--- config.mk ---
export PLATFORM = sky130hd
export DESIGN_NAME = tcdm_port_mux
export DESIGN_NICKNAME = d
export VERILOG_FILES = /design/src/design/tcdm_pkg.sv /design/src/design/tcdm_port_mux.sv
export SDC_FILE = /design/constraint.sdc
export NUM_CORES = 1
export LEC_CHECK = 0
export ABC_AREA = 1
export BUFFER_PORTS_ARGS = -buffer_cell sky130_fd_sc_hd__buf_2
export CORE_AREA = 2 2 93 95
export DETAILED_ROUTE_END_ITERATION = 12
export DIE_AREA = 0 0 95 97
export SLEW_MARGIN = 0
export SYNTH_ARGS = -nofsm -noshare
export SYNTH_HDL_FRONTEND = slang
export SYNTH_SLANG_ARGS = --single-unit
--- constraint.sdc ---
create_clock -name vclk -period 0.9
set_input_delay 0.045 -clock vclk [all_inputs]
set_output_delay 0.045 -clock vclk [all_outputs]
set_load 0.05 [all_outputs]
--- src/design/tcdm_pkg.sv ---
// subsystem sizes, field widths, field typedefs and the arbiter state enum
`default_nettype none

package tcdm_pkg;

  // subsystem sizes
  localparam int unsigned NumInit   = 2;            // initiators sharing the bank
  localparam int unsigned AddrWidth = 8;            // word address bits
  localparam int unsigned NumWords  = 2**AddrWidth; // 256 words in the bank
  localparam int unsigned DataWidth = 32;           // data word bits
  localparam int unsigned BeWidth   = 4;            // one enable per byte
  localparam int unsigned ByteWidth = DataWidth / BeWidth; // bits per byte lane
  localparam int unsigned IdWidth   = 1;            // enough for NumInit initiators

  // request and response fields
  typedef logic [AddrWidth-1:0] addr_t;   // word address
  typedef logic [DataWidth-1:0] data_t;   // write or read data word
  typedef logic [BeWidth-1:0]   be_t;     // byte enables
  typedef logic [IdWidth-1:0]   init_id_t; // initiator index, also the user field

  // which initiator wins the next contested cycle
  typedef enum logic {
    prio_0, // initiator 0 favoured
    prio_1  // initiator 1 favoured
  } arb_state_e;

endpackage

`default_nettype wire
--- src/design/tcdm_port_mux.sv ---
// port multiplexer module forwarding the winning request and steering responses by tag
`default_nettype none

module tcdm_port_mux (
  input  tcdm_pkg::init_id_t sel,                             // winner from the arbiter
  // initiator side requests
  input  logic               req     [tcdm_pkg::NumInit],
  input  tcdm_pkg::addr_t    add     [tcdm_pkg::NumInit],
  input  logic               wen     [tcdm_pkg::NumInit],     // high means read
  input  tcdm_pkg::be_t      be      [tcdm_pkg::NumInit],
  input  tcdm_pkg::data_t    data    [tcdm_pkg::NumInit],
  // initiator side responses
  output logic               r_valid [tcdm_pkg::NumInit],
  output tcdm_pkg::data_t    r_data  [tcdm_pkg::NumInit],
  // target side request
  output logic               tgt_req,
  output tcdm_pkg::addr_t    tgt_add,
  output logic               tgt_wen,
  output tcdm_pkg::be_t      tgt_be,
  output tcdm_pkg::data_t    tgt_data,
  output tcdm_pkg::init_id_t tgt_user,                         // tag naming the issuer
  // target side response
  input  logic               tgt_r_valid,
  input  tcdm_pkg::data_t    tgt_r_data,
  input  tcdm_pkg::init_id_t tgt_r_user                        // tag returned with the data
);

  // request direction
  assign tgt_req  = req[sel];  // winner's strobe
  assign tgt_add  = add[sel];
  assign tgt_wen  = wen[sel];
  assign tgt_be   = be[sel];
  assign tgt_data = data[sel];
  assign tgt_user = sel;       // stamp the issuer index into the user field

  // response direction
  always_comb begin
    for (int i = 0; i < tcdm_pkg::NumInit; i++) begin
      r_valid[i] = tgt_r_valid && (tgt_r_user == tcdm_pkg::init_id_t'(i)); // only the tagged one
      r_data[i]  = tgt_r_data;                                             // data shared by all
    end
  end

endmodule

`default_nettype wire

==> impl_metrics.toml, run 1 <==
[global_routing]
met1_usage_pct = 6.733
grtUsageMet2_pct = 12.55
first_global_vias = 1223
busiest_layer = "met2"
grt.overflow.total = 0
grt_max_degree = 28
grt_pass1_wl_um = 5250
met3_usage_pct = 0.9346
track_usage_pct = 6.597
antenna_found_initial = 0

[synthesis]
syn-cell-area_sq_um = 1141
yosysSeqAreaShare_pct = 0
syn_area_per_cell_sq_um = 5.258
synth_nets = 344
syn_inst = 217
yosys.cell_types.count = 8
ys_warn_count = 0

[clock_network]
cts_setup_buffers = 0
cts_hold_buf = 0
ctsResizeCount = 0

[timing]
tightest_slew_ps = 253.0
drv_slew = 0
period_needed_ps = 863.1
finalSetupTns_ps = 0
maxSlewHeadroom_pct = 83.25
fmax_mhz = 1159
hold_ws_ps = 90.03
hold_viol = 0
finalCritPeriodShare_pct = 95.90
finalSetupViolCount = 0

[run]
cap_violations = 0

[die]
fp.dieW_um = 95
io_pins = 240
start_util_pct = 14.03
die_height_um = 97
die-area_sq_um = 9215
core_area_sq_um = 8134
rows = 33

[drt]
drt_first_iter_violations = 20
routed_via_density = 3.528
drcViolationCount = 0
ant_nets = 0
wl_per_cell_um = 9.217
drtPass1Iterations = 4
wl_um = 3650
vias = 1397

[worst_setup_path]
crit_required_ps = 850
worst_setup_path_end_kind = "output pin"
critPathArrivalTime_ps = 820
worst-setup-path-type = "input port to output pin"
path_max_fanout = 23
crit_path_start_kind = "input port"

[placed_design]
portBuffers = 144
gp_congestion = 0.6612
post-dp-hpwl_um = 3069

[layout]
fin_nets = 420
antenna_cells = 0
seq_cells = 0
synthToLayoutAreaGrowth_pct = 36.07
fillers = 944
layout.cells.most_common_list = "139 x nand2_1, 107 x buf_2, 35 x clkbuf_4"
drive_gt1_share_pct = 51.20
clkbuf_count = 0
layout_commonest_cell = "nand2_1"
seqCellArea_sq_um = 0
multi_input_area_sq_um = 525.5

[hold_path]
hp-class = "input port to output pin"

[pwr]
vdd_drop_max_mv = 0.2598
p_leak_uw = 0.001057
power_density_nw_per_um2 = 835.9

[outcome]
status = "finished clean"
==> layer usage <==
layer  wire length (um)  share of wire [%]
met3                397                 11
met5                  0                  0
met2               1828                 50
met1               1260                 35
met4                164                4.5
==> synthesized netlist by cell type, drive strengths merged <==
master  instances  area (sq um)
buf            73         590.6
nand2         139         521.8
clkbuf          1         13.76
nor2            1         3.750
inv             3         11.26
==> metrics by stage <==
step | instance area [sq um] | setup slack (ps) | instances | power (uW) | utilization [%]
3_5_place_dp | 1456 | 13.33 | 396 | 1235 | 17.90
4_1_cts | 1456 | 12.03 | 396 | 1238 | 17.90
2_1_floorplan | 1141 | 135.6 | 217 | 1628 | -
3_3_place_gp | 1456 | 30.14 | 396 | 1225 | 17.90
5_1_grt | 1553 | -17.26 | 396 | 1387 | 19.09
6_report | 1553 | 36.94 | 396 | 1298 | 19.09
==> power by group <==
part	total [uW]	switching [uW]	internal, uW
Clock	0	0	0
Combinational	1300	876	422
Sequential	0	0	0
==> logic make-up after synthesis <==
kind of cell	share of synthesized area [%]
buffers and inverters	53.95
and+or+nand+nor	46.05
==> path summary, 6_finish.rpt <==
kind	startpoint	slack, ps	end	cells after the start
hold / removal	tgt_r_data[24]	90	r_data[56]	0
setup / recovery	sel	40	tgt_data[28]	6
==> critical path, stage by stage <==
cell and delay (ps):
buf_2 130, inv_2 100, buf_12 160, nand2_1 60, nand2_1 50, buf_2 250
==> final cells by class <==
cell class | instances | share of cell area (%)
Timing Repair Buffer | 148 | 56.97
Multi-Input combinational cell | 140 | 33.84
Tap cell | 105 | 8.461
Inverter | 3 | 0.7252
Power figures use the tool's default switching activity.
==> run 2, diff against run 1 <==
- clock period: 0.9 -> 1 ns (I/O delays scaled with it)
==> run 2 against run 1 <==
  * First-iteration DRC count is 25% lower
  * Critical path depth is 1 lower
  * Combinational power is 15% lower
  * Flip-flop and latch count stayed put
  * Final cell count stayed put
==> impl_metrics.toml, run 2 (synthesis gave the netlist of run 1 again) <==
[timing]
hold_viol = 0
drv_slew = 0
maxSlewHeadroom_pct = 82.94
finalSetupViolCount = 0
period_needed_ps = 885.5
finalSetupTns_ps = 0
rsz0062_at_grt = "no"
finalCritPeriodShare_pct = 88.55
tightest_slew_ps = 257.6
fin_ws_ps = 114.5
fmax_mhz = 1129

[layout]
layout.cells.most_common_list = "144 x buf_2, 139 x nand2_1, 3 x buf_12"
clkbuf_count = 0
fillers = 944
layout_commonest_cell = "buf_2"
fin_nets = 420
synthToLayoutAreaGrowth_pct = 27.63
seq_cells = 0
antenna_cells = 0
drive_gt1_share_pct = 51.20
seqCellArea_sq_um = 0

[die]
die_height_um = 97
rows = 33
die-area_sq_um = 9215
start_util_pct = 14.03
io_pins = 240
core_area_sq_um = 8134
fp.dieW_um = 95

[worst_setup_path]
crit_path_start_kind = "input port"
slowest_delay_ps = 260
path_max_fanout = 20
worst-setup-path-type = "input port to output pin"
critPathArrivalTime_ps = 840
crit_required_ps = 950
critPathSlowestCell = "buf_2"
crit_chain = "buf_2 > buf_4 > nand2_1 > nand2_1 > buf_2"
worst_setup_path_end_kind = "output pin"

[placed_design]
gp_congestion = 0.6612
place_ws_ps = 107.9
portBuffers = 144
post-dp-hpwl_um = 3032

[run]
cap_violations = 0

[clock_network]
cts_setup_buffers = 0
ctsResizeCount = 0
cts_hold_buf = 0

[drt]
ant_nets = 0
drtPass1Iterations = 5
vias = 1377
wl_um = 3503
routed.top_layer = "met4"
routed_via_density = 3.477
drt_first_iter_violations = 15
wl_met3_um = 387
drcViolationCount = 0
met1_length_um = 1226
wl_met2_um = 1725
wl_per_cell_um = 8.846

[pwr]
vdd_drop_max_mv = 0.2648
power_density_nw_per_um2 = 757.2
p_leak_uw = 0.001037

[global_routing]
grt_pass1_wl_um = 5085
track_usage_pct = 6.422
first_global_vias = 1182
grt_max_degree = 28
grt.overflow.total = 0
antenna_found_initial = 0

[hold_path]
hp-class = "input port to output pin"
hold_path_depth = 0

[outcome]
status = "finished clean"
## run 2: cell count changes in the layout (fill, tap and decap cells not counted), sizes merged
cell,before,now
clkbuf,35,0
buf,113,148
## run 2: path summary, 6_finish.rpt
path,startpoint,to,slack [ps]
worst max-delay path,sel,tgt_data[3],110
worst min-delay path,tgt_r_data[4],r_data[36],100
## run 2: through the flow
step | area, sq um | power [uW] | hold WS, ps | utilization [%] | cells
global placement | 1456 | 1103 | 100.5 | 17.90 | 396
finish | 1456 | 1103 | 100.0 | 17.90 | 396
floorplan | 1141 | 1465 | 267.1 | - | 217
detailed placement | 1456 | 1110 | 100.5 | 17.90 | 396
CTS | 1456 | 1113 | 100.5 | 17.90 | 396
global route | 1456 | 1182 | 100.1 | 17.90 | 396
## run 2: cell type report
class              instances  area, sq um  share of cell area, %
repair buffers           148        788.3                  54.12
multi-input cells        140        525.5                  36.08
well taps                105        131.4                  9.021
inverters                  3        11.26                 0.7732
## run 2: metal layers
metal | global-route usage [%] | up-vias
li1 | - | 722
met1 | 6.685 | 549
met2 | 12.17 | 83
met3 | 0.7788 | 23
met4 | 3.344 | 0
met5 | 0 | -
## run 2: worst max-delay path: cells and delay by family
kind	cells	cell delay, ps
simple gates	2	160
buf+inv	3	630
## run 2: report_power, final
group          switching (uW)  internal (uW)  leakage, uW
sequential                  0              0            0
clock                       0              0            0
combinational             781            322      0.00104
==> run 3, diff against run 2 <==
==> constraint.sdc (replaced) <==
create_clock -name vclk -period 1
set_input_delay 0.05 -clock vclk [all_inputs]
set_output_delay 0.05 -clock vclk [all_outputs]
set_load 0.005 [all_outputs]
==> run 3 against run 2 <==
  * Non-clock buffer count shrank 1
  * Count of clock-buffer cells in the layout stayed put
  * Fmax increased by 15%
  * Sequential share of layout area did not move
  * Worst hold slack about the same
  * Total power fell by 49%
  * Die area is the same
  * Via count grew 0.80%
  * Flip-flop and latch count unchanged
  * Global-route usage increased by 0.38 points
  * Final area fell by 2.2%
  * Critical path depth up 1
  * Largest cell class unchanged
  * Highest routed layer unchanged
==> impl_metrics.toml, run 3 (synthesis gave the netlist of run 1 again) <==
[die]
io_pins = 240
start_util_pct = 14.03
core_area_sq_um = 8134
die-area_sq_um = 9215
die_height_um = 97
fp.dieW_um = 95
rows = 33

[pwr]
clock_power_share_pct = 0
totalPowerFinal_uw = 562.1
p_leak_uw = 0.001023
comb_power_share_pct = 100.0
vdd_drop_max_mv = 0.1692
p_int_uw = 303.6
seqPwrFrac_pct = 0
power_density_nw_per_um2 = 394.8
p_switching_uw = 258.6
p_sw_share_pct = 46.00

[worst_setup_path]
slowest_delay_ps = 210
path_max_fanout = 46
worst_setup_path_end_kind = "output pin"
worst-setup-path-type = "input port to output pin"
crit_path_start = "sel"
crit_chain = "buf_2 > inv_2 > buf_12 > nand2_1 > nand2_1 > buf_2"
crit_path_start_kind = "input port"
critPathArrivalTime_ps = 720
critPathSlowestCell = "buf_12"
crit_required_ps = 950

[timing]
period_needed_ps = 770.4
hold_ws_ps = 100.0
tightest_slew_ps = 251.0
rsz0062_at_grt = "no"
hold_viol = 0
maxSlewHeadroom_pct = 83.27
finalSetupTns_ps = 0
finalSetupViolCount = 0
finalCritPeriodShare_pct = 77.04
fmax_mhz = 1298
drv_slew = 0

[placed_design]
dpl_cell_area_sq_um = 1424
post-dp-hpwl_um = 3065
portBuffers = 144
gp_congestion = 0.6450

[clock_network]
ctsResizeCount = 0
cts_hold_buf = 0
cts_setup_buffers = 0

[layout]
synthToLayoutAreaGrowth_pct = 24.78
seq_cells = 0
antenna_cells = 0
clkbuf_count = 0
layout_commonest_cell = "buf_2"
fin_nets = 419
design_area_sq_um = 1424
seqCellArea_sq_um = 0
layout.cells.most_common_list = "144 x buf_2, 139 x nand2_1, 2 x inv_1, 2 x buf_4"
drive_gt1_share_pct = 51.03

[hold_path]
min-delay-start = "tgt_r_data[19]"
hp-class = "input port to output pin"

[drt]
drt_first_iter_violations = 33
wl_per_cell_um = 9.281
vias = 1388
routed_via_density = 3.514
ant_nets = 0
drcViolationCount = 0
wl_um = 3666
drtPass1Iterations = 4

[global_routing]
grt_max_degree = 47
first_global_vias = 1271
track_usage_pct = 6.803
grt.overflow.total = 0
grt_pass1_wl_um = 5354
antenna_found_initial = 0

[outcome]
status = "finished clean"

[run]
cap_violations = 0
run 3: cell types whose count changed in the layout (fill, tap and decap cells not counted), sizes merged:
cell,change
buf,-1
run 3: final cells by class:
class	count	area (sq um)
fill	967	6710
multi-input combinational	140	525.5
inverter	3	11.26
timing repair buffer	147	755.7
tap	105	131.4
run 3: worst paths after layout:
path	cells past startpoint	end	slack [ps]
setup / recovery	6	tgt_data[10]	230
hold / removal	0	r_data[19]	100
run 3: critical path, delay by kind of cell:
family,cells,cell delay (ps)
AND/OR/NAND/NOR,2,150
buffers and inverters,4,510
run 3: layer usage:
metal  part of all wire [%]  track usage, %  vias up
li1                       -               -      720
met2                     48           13.42       88
met5                      0               0        -
met3                     12          0.9346       23
met1                     35           6.591      557
met4                    4.5           3.456        0
run 3: per-stage QoR:
stage / instances / setup slack [ps] / util [%]
global placement: 395 / 252.9 / 17.51
CTS: 395 / 221.1 / 17.51
finish: 395 / 229.6 / 17.51
detailed placement: 395 / 222.5 / 17.51
global route: 395 / 119.5 / 17.51
floorplan: 217 / 503.2 / -
run 3: power groups by stage:
stage	logic (uW)	registers (uW)	clock network, uW
floorplan	459	0	0
global placement	558	0	0
detailed placement	568	0	0
CTS	571	0	0
global route	643	0	0
finish	562	0	0
